--- config.mk ---
export PLATFORM = sky130hd
export DESIGN_NAME = st_nordy_slave_top
export DESIGN_NICKNAME = d
export VERILOG_FILES = /design/src/llink_pkg.sv /design/src/llink_delay_timer.sv /design/src/llink_sync_fsm.sv /design/src/st_nordy_slave_top.sv /design/src/st_rx_unpack.sv /design/src/st_rx_user_if.sv
export SDC_FILE = /design/constraint.sdc
export NUM_CORES = 1
export LEC_CHECK = 0
export ABC_AREA = 1
export ABC_CLOCK_PERIOD_IN_PS = 2800
export BUFFER_PORTS_ARGS = -buffer_cell sky130_fd_sc_hd__buf_2
export CORE_ASPECT_RATIO = 1.2
export CORE_UTILIZATION = 48
export DETAILED_ROUTE_END_ITERATION = 6
export PLACE_DENSITY_LB_ADDON = 0.12
export SLEW_MARGIN = 30
export SYNTH_ARGS = -nofsm -noshare
export SYNTH_HDL_FRONTEND = slang
export SYNTH_SLANG_ARGS = --single-unit
--- constraint.sdc ---
create_clock -name clk_wr -period 2.8 [get_ports clk_wr]
set_input_delay 0.28 -clock clk_wr [delete_from_list [all_inputs] [get_ports clk_wr]]
set_output_delay 0.28 -clock clk_wr [all_outputs]
set_load 0.05 [all_outputs]
--- src/llink_pkg.sv ---
package llink_pkg;

  ////////////////////////////////////////
  // PHY lane geometry

  // Full lane and one half-lane
  localparam int PHY_W          = 80;
  localparam int HALF_W         = 40;

  // Strobe and marker slots sit at the same place in either half
  localparam int STB_BIT        = 1;
  localparam int MRK_BIT        = 39;

  // Payload left in a half once strobe and marker are removed
  localparam int HALF_PAYLOAD_W = 38;

  ////////////////////////////////////////
  // Stream word layout

  localparam int WORD_W         = 74;
  localparam int DATA_W         = 64;
  localparam int KEEP_W         = 8;

  // Field positions inside a packed word
  localparam int TDATA_LSB      = 0;
  localparam int TKEEP_LSB      = 64;
  localparam int TLAST_BIT      = 72;
  localparam int TVALID_BIT     = 73;

  ////////////////////////////////////////
  // Control and debug

  localparam int DLY_W          = 16;
  localparam int STATUS_W       = 32;

  typedef logic [PHY_W-1:0]  phy_t;
  typedef logic [WORD_W-1:0] st_word_t;
  typedef logic [DLY_W-1:0]  dly_t;

  // Link bring-up sequence
  typedef enum logic [2:0] {
    OFFLINE,
    WAIT_TX,
    TX_ON,
    WAIT_RX,
    LINK_UP
  } sync_state_e;

endpackage

--- src/llink_delay_timer.sv ---
`timescale 1ns/1ps

module llink_delay_timer (
  input  logic             clk_wr,
  input  logic             rst_n,
  input  logic             load,
  input  llink_pkg::dly_t  load_value,
  output logic             done,
  output logic             busy
);

  import llink_pkg::*;

  // Remaining cycles until expiry
  dly_t cnt;

  ////////////////////////////////////////
  // Down-counter

  // Load always wins, so a reload restarts the count
  // Counter parks at zero once it has expired
  always_ff @(posedge clk_wr or negedge rst_n) begin
    if (!rst_n) begin
      cnt  <= '0;
      busy <= 1'b0;
    end else if (load) begin
      cnt  <= load_value;
      busy <= 1'b1;
    end else if (busy) begin
      if (cnt == '0) begin
        // Go idle on the expiry cycle
        busy <= 1'b0;
      end else begin
        cnt <= cnt - 1'b1;
      end
    end
  end

  // One-cycle pulse on the last counted cycle
  // Load in cycle t gives done in cycle t + load_value + 1
  assign done = busy && (cnt == '0);

  ////////////////////////////////////////
  // Checks

  // Still counting above one means no expiry next cycle
  a_no_early_done : assert property (
    @(posedge clk_wr) disable iff (!rst_n)
    (busy && (cnt > dly_t'(1)) && !load) |=> !done
  );

endmodule

--- src/llink_sync_fsm.sv ---
`timescale 1ns/1ps

module llink_sync_fsm (
  input  logic             clk_wr,
  input  logic             rst_n,
  input  logic             tx_online,
  input  logic             rx_online,
  input  llink_pkg::dly_t  delay_x_value,
  input  llink_pkg::dly_t  delay_y_value,
  input  llink_pkg::dly_t  delay_z_value,
  input  logic             tx_stb_userbit,
  input  logic             tx_mrk_userbit,
  output logic             dly_load,
  output llink_pkg::dly_t  dly_value,
  input  logic             dly_done,
  output logic             stb_load,
  input  logic             stb_done,
  output logic             tx_online_delay,
  output logic             rx_online_delay,
  output logic             tx_auto_stb_userbit,
  output logic             tx_auto_mrk_userbit
);

  import llink_pkg::*;

  sync_state_e state;
  sync_state_e state_nxt;

  // High for the first cycle spent in a new state
  logic entry;
  logic stb_start;
  logic stb_periodic;

  ////////////////////////////////////////
  // Next state

  always_comb begin
    state_nxt = state;
    case (state)
      OFFLINE: if (tx_online) state_nxt = WAIT_TX;
      // Ignore a stale done in the cycle the timer gets reloaded
      WAIT_TX: if (dly_done && !entry) state_nxt = TX_ON;
      TX_ON:   if (rx_online) state_nxt = WAIT_RX;
      WAIT_RX: if (dly_done && !entry) state_nxt = LINK_UP;
      LINK_UP: state_nxt = LINK_UP;
      default: state_nxt = OFFLINE;
    endcase
    // Transmit loss overrides everything
    if (!tx_online) begin
      state_nxt = OFFLINE;
    end
  end

  // State, entry flag and the two online levels
  always_ff @(posedge clk_wr or negedge rst_n) begin
    if (!rst_n) begin
      state           <= OFFLINE;
      entry           <= 1'b0;
      tx_online_delay <= 1'b0;
      rx_online_delay <= 1'b0;
    end else begin
      state           <= state_nxt;
      entry           <= (state_nxt != state);
      tx_online_delay <= (state_nxt == TX_ON) || (state_nxt == WAIT_RX) ||
                         (state_nxt == LINK_UP);
      rx_online_delay <= (state_nxt == LINK_UP);
    end
  end

  ////////////////////////////////////////
  // Bring-up delay timer

  // Loaded once on entry to either wait state
  assign dly_load  = entry && ((state == WAIT_TX) || (state == WAIT_RX));
  assign dly_value = (state == WAIT_TX) ? delay_x_value : delay_y_value;

  ////////////////////////////////////////
  // Strobe period timer

  // First cycle of TX_ON starts the period
  assign stb_start    = entry && (state == TX_ON);
  // Any done seen on the start cycle is left over from a previous link
  assign stb_periodic = tx_online_delay && stb_done && !stb_start;
  assign stb_load     = tx_online_delay && (stb_start || stb_done);

  // User strobe merges with the periodic one
  assign tx_auto_stb_userbit = tx_online_delay && (stb_periodic || tx_stb_userbit);
  // Marker rides only on strobe cycles
  assign tx_auto_mrk_userbit = tx_auto_stb_userbit && tx_mrk_userbit;

  ////////////////////////////////////////
  // Checks

  // Nonzero bring-up delay never expires right after its load
  a_dly_not_early : assert property (
    @(posedge clk_wr) disable iff (!rst_n)
    (dly_load && (dly_value != '0)) |=> !dly_done
  );

  // Same for every strobe period reload
  a_stb_not_early : assert property (
    @(posedge clk_wr) disable iff (!rst_n)
    (stb_load && (delay_z_value != '0)) |=> !stb_done
  );

endmodule

--- src/st_nordy_slave_top.sv ---
`timescale 1ns/1ps

module st_nordy_slave_top (
  input  logic                             clk_wr,
  input  logic                             rst_n,

  // Link control
  input  logic                             tx_online,
  input  logic                             rx_online,

  // PHY lanes
  input  llink_pkg::phy_t                  rx_phy0,
  output llink_pkg::phy_t                  tx_phy0,

  // Configuration
  input  logic                             m_gen2_mode,
  input  llink_pkg::dly_t                  delay_x_value,
  input  llink_pkg::dly_t                  delay_y_value,
  input  llink_pkg::dly_t                  delay_z_value,
  input  logic                             tx_stb_userbit,
  input  logic                             tx_mrk_userbit,

  // User stream
  output logic [llink_pkg::KEEP_W-1:0]     user_tkeep,
  output logic [llink_pkg::DATA_W-1:0]     user_tdata,
  output logic                             user_tlast,
  output logic                             user_tvalid,

  // Debug
  output logic [llink_pkg::STATUS_W-1:0]   rx_st_debug_status
);

  import llink_pkg::*;

  ////////////////////////////////////////
  // Internal wiring

  // Sync to timers
  logic     dly_load;
  dly_t     dly_value;
  logic     dly_done;
  logic     stb_load;
  logic     stb_done;

  // Sync to data path
  logic     tx_online_delay;
  logic     rx_online_delay;
  logic     tx_auto_stb_userbit;
  logic     tx_auto_mrk_userbit;

  // Unpack to user stage
  st_word_t rx_st_data;
  logic     rx_st_push;
  logic [15:0] pkt_count;

  ////////////////////////////////////////
  // Bring-up sequencing

  llink_sync_fsm sync_fsm_i (
    .clk_wr              (clk_wr),
    .rst_n               (rst_n),
    .tx_online           (tx_online),
    .rx_online           (rx_online),
    .delay_x_value       (delay_x_value),
    .delay_y_value       (delay_y_value),
    .delay_z_value       (delay_z_value),
    .tx_stb_userbit      (tx_stb_userbit),
    .tx_mrk_userbit      (tx_mrk_userbit),
    .dly_load            (dly_load),
    .dly_value           (dly_value),
    .dly_done            (dly_done),
    .stb_load            (stb_load),
    .stb_done            (stb_done),
    .tx_online_delay     (tx_online_delay),
    .rx_online_delay     (rx_online_delay),
    .tx_auto_stb_userbit (tx_auto_stb_userbit),
    .tx_auto_mrk_userbit (tx_auto_mrk_userbit)
  );

  // Shared by delay_x and delay_y
  llink_delay_timer dly_timer_i (
    .clk_wr     (clk_wr),
    .rst_n      (rst_n),
    .load       (dly_load),
    .load_value (dly_value),
    .done       (dly_done),
    .busy       ()
  );

  // Strobe period, always delay_z
  llink_delay_timer stb_timer_i (
    .clk_wr     (clk_wr),
    .rst_n      (rst_n),
    .load       (stb_load),
    .load_value (delay_z_value),
    .done       (stb_done),
    .busy       ()
  );

  ////////////////////////////////////////
  // Data path

  st_rx_unpack rx_unpack_i (
    .clk_wr         (clk_wr),
    .rst_n          (rst_n),
    .m_gen2_mode    (m_gen2_mode),
    .rx_phy0        (rx_phy0),
    .tx_online      (tx_online_delay),
    .tx_stb_userbit (tx_auto_stb_userbit),
    .tx_mrk_userbit (tx_auto_mrk_userbit),
    .tx_phy0        (tx_phy0),
    .rx_st_data     (rx_st_data),
    .rx_st_push     (rx_st_push)
  );

  st_rx_user_if user_if_i (
    .clk_wr      (clk_wr),
    .rst_n       (rst_n),
    .rx_online   (rx_online_delay),
    .rx_st_data  (rx_st_data),
    .rx_st_push  (rx_st_push),
    .user_tdata  (user_tdata),
    .user_tkeep  (user_tkeep),
    .user_tlast  (user_tlast),
    .user_tvalid (user_tvalid),
    .pkt_count   (pkt_count)
  );

  // Online levels at 19 and 18, packet count at the bottom
  assign rx_st_debug_status = {12'h0, tx_online_delay, rx_online_delay, 2'b00, pkt_count};

endmodule

--- src/st_rx_unpack.sv ---
`timescale 1ns/1ps

module st_rx_unpack (
  input  logic                 clk_wr,
  input  logic                 rst_n,
  input  logic                 m_gen2_mode,
  input  llink_pkg::phy_t      rx_phy0,
  input  logic                 tx_online,
  input  logic                 tx_stb_userbit,
  input  logic                 tx_mrk_userbit,
  output llink_pkg::phy_t      tx_phy0,
  output llink_pkg::st_word_t  rx_st_data,
  output logic                 rx_st_push
);

  import llink_pkg::*;

  // Strip strobe and marker, keep the rest in ascending order
  function automatic logic [HALF_PAYLOAD_W-1:0] half_payload(
    input logic [HALF_W-1:0] half
  );
    return {half[MRK_BIT-1:STB_BIT+1], half[STB_BIT-1:0]};
  endfunction

  phy_t                      rx_phy_q;
  logic [HALF_PAYLOAD_W-1:0] lo_pl;
  logic [HALF_PAYLOAD_W-1:0] hi_pl;
  logic [HALF_PAYLOAD_W-1:0] first_pl;
  logic                      first_vld;
  logic                      rx_mrk;
  logic                      push_nxt;
  st_word_t                  word_gen2;
  st_word_t                  word_gen1;
  phy_t                      tx_lane;

  ////////////////////////////////////////
  // Receive input stage

  // One register stage on the received lane
  always_ff @(posedge clk_wr or negedge rst_n) begin
    if (!rst_n) begin
      rx_phy_q <= '0;
    end else begin
      rx_phy_q <= rx_phy0;
    end
  end

  assign lo_pl  = half_payload(rx_phy_q[HALF_W-1:0]);
  assign hi_pl  = half_payload(rx_phy_q[PHY_W-1:HALF_W]);
  assign rx_mrk = rx_phy_q[MRK_BIT];

  // Gen2 uses both halves of one beat
  assign word_gen2 = {hi_pl[WORD_W-HALF_PAYLOAD_W-1:0], lo_pl};
  // Gen1 uses the lower half of two beats with the marker beat on top
  assign word_gen1 = {lo_pl[WORD_W-HALF_PAYLOAD_W-1:0], first_pl};

  ////////////////////////////////////////
  // Gen1 beat pairing

  // Unmarked beat becomes the first half, marked beat closes the word
  // A marked beat with nothing stored is dropped, which realigns
  always_ff @(posedge clk_wr or negedge rst_n) begin
    if (!rst_n) begin
      first_vld <= 1'b0;
    end else begin
      first_vld <= !m_gen2_mode && !rx_mrk;
    end
  end

  always_ff @(posedge clk_wr) begin
    if (!m_gen2_mode && !rx_mrk) begin
      first_pl <= lo_pl;
    end
  end

  ////////////////////////////////////////
  // Word output

  assign push_nxt = m_gen2_mode || (rx_mrk && first_vld);

  always_ff @(posedge clk_wr or negedge rst_n) begin
    if (!rst_n) begin
      rx_st_push <= 1'b0;
    end else begin
      rx_st_push <= push_nxt;
    end
  end

  // Word only moves on a push
  always_ff @(posedge clk_wr) begin
    if (push_nxt) begin
      rx_st_data <= m_gen2_mode ? word_gen2 : word_gen1;
    end
  end

  ////////////////////////////////////////
  // Transmit lane

  // Strobe and marker go in the lower half with everything else idle
  always_comb begin
    tx_lane          = '0;
    tx_lane[STB_BIT] = tx_online && tx_stb_userbit;
    tx_lane[MRK_BIT] = tx_online && tx_mrk_userbit;
  end

  always_ff @(posedge clk_wr or negedge rst_n) begin
    if (!rst_n) begin
      tx_phy0 <= '0;
    end else begin
      tx_phy0 <= tx_lane;
    end
  end

  ////////////////////////////////////////
  // Checks

  // Gen1 never pushes on two back to back cycles
  a_gen1_one_push : assert property (
    @(posedge clk_wr) disable iff (!rst_n)
    (rx_st_push && !m_gen2_mode) |=> (!rx_st_push || m_gen2_mode)
  );

endmodule

--- src/st_rx_user_if.sv ---
`timescale 1ns/1ps

module st_rx_user_if (
  input  logic                            clk_wr,
  input  logic                            rst_n,
  input  logic                            rx_online,
  input  llink_pkg::st_word_t             rx_st_data,
  input  logic                            rx_st_push,
  output logic [llink_pkg::DATA_W-1:0]    user_tdata,
  output logic [llink_pkg::KEEP_W-1:0]    user_tkeep,
  output logic                            user_tlast,
  output logic                            user_tvalid,
  output logic [15:0]                     pkt_count
);

  import llink_pkg::*;

  // Word is handed to the user this cycle
  logic deliver;

  // Drop anything arriving before the receive side is up
  assign deliver = rx_st_push && rx_st_data[TVALID_BIT] && rx_online;

  ////////////////////////////////////////
  // User output register

  // Fields read as zero whenever nothing is delivered
  always_ff @(posedge clk_wr or negedge rst_n) begin
    if (!rst_n) begin
      user_tvalid <= 1'b0;
      user_tdata  <= '0;
      user_tkeep  <= '0;
      user_tlast  <= 1'b0;
    end else begin
      user_tvalid <= deliver;
      user_tdata  <= deliver ? rx_st_data[TDATA_LSB +: DATA_W] : '0;
      user_tkeep  <= deliver ? rx_st_data[TKEEP_LSB +: KEEP_W] : '0;
      user_tlast  <= deliver && rx_st_data[TLAST_BIT];
    end
  end

  ////////////////////////////////////////
  // Packet counter

  // Counts delivered packet ends and wraps at 16 bits
  always_ff @(posedge clk_wr or negedge rst_n) begin
    if (!rst_n) begin
      pkt_count <= '0;
    end else if (user_tvalid && user_tlast) begin
      pkt_count <= pkt_count + 1'b1;
    end
  end

endmodule

==> impl_metrics.py <==
metrics = {
    "synth": {
        "synthAdderAreaFrac": 0.00481,
        "seq_area_frac_synth": 0.660,
        "ys_warn_count": 0,
        "synth_xor_area_frac": 0.0202,
        "synth-simple-area-share": 0.183,
        "synth_cell_types": 40,
        "synth-seq-cells": 321,
        "synth_top_family_by_area": "simple AND/OR/NAND/NOR gates",
        "synth_edf_count": 112,
        "synth-compound-area-share": 0.0249,
        "synth_area_per_cell_um2": 10.4,
        "syn_inst": 1252,
        "synth-main-ff-cell": "dfrtp_1",
        "async_flop_share": 0.651,
        "netlist_area_um2": 13000,
        "synth.area.mux_share": 0.000865,
    },
    "grt": {
        "antenna_found_initial": 2,
        "grt_max_degree": 80,
        "overflow": 0,
        "grt_pass1_vias": 8626,
        "track_usage": 0.192,
        "grt_pass1_wl_um": 42500,
    },
    "sta": {
        "fin_ws_ps": 820,
        "timing.setup.tns_ps": 0,
        "final-setup-viol-count": 0,
        "fmax_ghz": 0.505,
        "finClkSkew_ps": 14.7,
        "hold_viol": 0,
        "max_slew_margin": 0.449,
        "whs_ps": 14.3,
        "period_needed_ps": 1980,
        "rsz0062_at_grt": "false",
        "final.period_utilization": 0.707,
        "tightest_slew_ps": 827,
        "drv_slew": 0,
    },
    "setup_path": {
        "slowest_stage": "dfrtp_1",
        "max_stage_delay_ps": 620,
        "critPathMaxFanout": 20,
        "worst-endpoint-arrival_ps": 2360,
        "r2r_slack_ps": 820,
        "path_buf_inv": 2,
        "critical_path.top_delay_family": "simple AND/OR/NAND/NOR gates",
        "reg2reg_from": "sync_fsm_i.state[1]",
        "worstSetupEndpointType": "flop",
        "worstPathCellList": "inv_2, nor3_1, nand2_2, nand2_2, nand2_4, nand2_4, inv_2, nand2_1, nand3_1",
        "r2r-end": "stb_timer_i.cnt[9]",
        "cp_data_required_time_ps": 3180,
        "crit_type": "reg -> reg",
        "rr_worst_depth": 9,
        "critPathLaunchType": "flop",
        "crit_cells": 9,
    },
    "die": {
        "io_pins": 321,
        "placement_rows": 65,
        "die_height_um": 182,
        "core-area_um2": 26400,
        "die_w_um": 152,
        "start_util": 0.492,
        "dieArea_um2": 27800,
    },
    "cells_and_area": {
        "multiInputGateArea_um2": 3420,
        "drive_above_1_share": 0.205,
        "n_fill_cell": 2233,
        "regArea_um2": 8590,
        "utilization": 0.610,
        "syn2layout_area_growth_pct": 23.8,
        "nets": 1711,
    },
    "routing": {
        "first_pass_iters": 7,
        "wl_met1_um": 10900,
        "vias": 8697,
        "route.met2.wl_um": 12800,
        "ant_nets": 0,
        "topRoutingLayerUsed": "met5",
        "viasPerCell": 4.50,
        "drt_iter0_drc": 294,
        "wire_per_inst_um": 13.3,
        "route.met3.wl_um": 1470,
        "wl_um": 25800,
        "drcViolationCount": 26,
    },
    "pwr": {
        "p_leak_nw": 8.34,
        "power_density_nw_per_um2": 675,
        "p_int_mw": 8.07,
        "power.switching_mw": 2.81,
        "comb_power_share": 0.116,
        "seqPwrFrac": 0.490,
        "swShare": 0.258,
        "peakVddDrop_mv": 0.539,
        "power_frac_clock": 0.394,
        "power_mw": 10.9,
    },
    "worst_hold_path": {
        "hold_path_end": "stb_timer_i.cnt[7]",
        "whs_path_depth": 3,
        "min_from": "delay_z_value[7]",
        "hold_class": "in -> reg",
    },
    "clock_network": {
        "cts_max_level": 2,
        "clockBufferDepth": 3,
        "clockRootBuffer": "clkbuf_16",
        "worst_skew_pair.late_latency_ps": 510,
        "cts.sinks": 321,
        "tritoncts": "built",
        "path_clk_slew_ps": 60,
        "numCtsBuffers": 35,
        "cts_setup_buffers": 0,
    },
    "place": {
        "preCtsSetupSlack_ps": 836,
        "place_congestion": 0.832,
        "portBuffers": 223,
        "dpl.hpwl_um": 16100,
    },
    "status": {
        "status": "finished with violations",
        "violations": "design-rule violations",
    },
    "run": {
        "drv_cap": 0,
    },
}
==> cell usage in the layout (no fill, tap or decap), drive strengths merged, types with 8 or more instances in the layout <==
cell / n
a21oi: 16
buf: 235
clkbuf: 43
clkinv: 18
conb: 92
dfrtp: 209
dlygate4sd3: 85
edfxtp: 112
inv: 131
nand2: 356
nand3: 49
nand4: 8
nor2: 148
nor3: 11
o21ai: 30
xnor2: 10
xor2: 20
==> worst reg2reg max path, cell delays in order, from the launching register on <==
cell and delay, ps:
dfrtp_1 620, inv_2 110, nor3_1 310, nand2_2 140
nand2_2 130, nand2_4 150, nand2_4 130, inv_2 130
nand2_1 90, nand3_1 60
==> through the flow <==
stage / area (um2) / instances
final: 16100 / 1934
after global routing: 16100 / 1934
after CTS: 16100 / 1933
after detailed placement: 14200 / 1784
after global placement: 14200 / 1784
after floorplan: 13400 / 1343
==> synthesized netlist by cell type, drive strengths merged (2+ instances only) <==
master / count / area share
a21oi: 16 / 0.0070
a31oi: 5 / 0.0024
buf: 108 / 0.062
clkbuf: 21 / 0.0061
dfrtp: 209 / 0.40
edfxtp: 112 / 0.26
ha: 5 / 0.0048
inv: 130 / 0.038
nand2: 356 / 0.10
nand3: 49 / 0.019
nand4: 8 / 0.0038
nor2: 148 / 0.048
nor3: 11 / 0.0051
o211ai: 2 / 0.0012
o21ai: 30 / 0.012
o22ai: 3 / 0.0014
or2: 3 / 0.0014
xnor2: 10 / 0.0067
xor2: 20 / 0.013
==> final cells by class <==
type                       instances  share of cell area
sequential                       321               0.533
multi-input combinational        763               0.212
timing repair buffer             320               0.131
clock buffer                      43              0.0582
inverter                         130              0.0304
tap                              335              0.0260
clock inverter                    21             0.00901
antenna                            1            0.000155
==> power by group through the flow <==
stage	Clock [mW]	Sequential (mW)	Combinational, mW
after floorplan	0	5.39	0.968
after global placement	0	5.41	1.15
after detailed placement	0	5.42	1.17
after CTS	4.42	5.33	1.27
after global routing	4.61	5.37	1.42
final	4.29	5.33	1.26
==> flip-flops by register name, summed over array words and instances, names as in the netlist, 3 cells and up <==
name,cells
stb_timer_i.cnt,16
rx_unpack_i.rx_phy_q,75
user_if_i.pkt_count,16
rx_unpack_i.first_pl,38
user_if_i.user_tkeep,8
rx_unpack_i.rx_st_data,74
sync_fsm_i.state,3
user_if_i.user_tdata,64
dly_timer_i.cnt,16
==> cells by family (layout without fill, tap and decap cells) <==
family | after synthesis | count (layout)
muxes | 1 | 1
AOI/OAI and AO/OA | 58 | 58
DFF | 321 | 321
xor gates and xnor gates | 30 | 30
adders and majority gates | 5 | 5
and+or+nand+nor | 577 | 577
buffers and inverters | 259 | 514
other | 1 | 93
==> what timing repair did <==
item / CTS / global route
hold endpoints to repair: 160 / 0
gates resized for setup: 0 / 0
setup endpoints to repair: 0 / 0
hold buffers: 85 / 0
==> metal layers <==
layer,vias to the layer above,track usage
met5,-,0
met2,263,0.338
met1,4022,0.239
met4,2,0.0604
met3,50,0.0380
li1,4360,-
==> worst max path at each step <==
stage                         from                   endpoint  slack (ps)
6_report       sync_fsm_i.state[1]         stb_timer_i.cnt[9]         820
5_1_grt        sync_fsm_i.state[1]         stb_timer_i.cnt[9]         660
4_1_cts        sync_fsm_i.state[1]         stb_timer_i.cnt[9]         820
3_5_place_dp   sync_fsm_i.state[1]         stb_timer_i.cnt[6]         840
3_3_place_gp   sync_fsm_i.state[1]         stb_timer_i.cnt[1]         890
2_1_floorplan          m_gen2_mode  rx_unpack_i.rx_st_data[0]         150
Note: power is estimated with default switching activity, not from simulation.
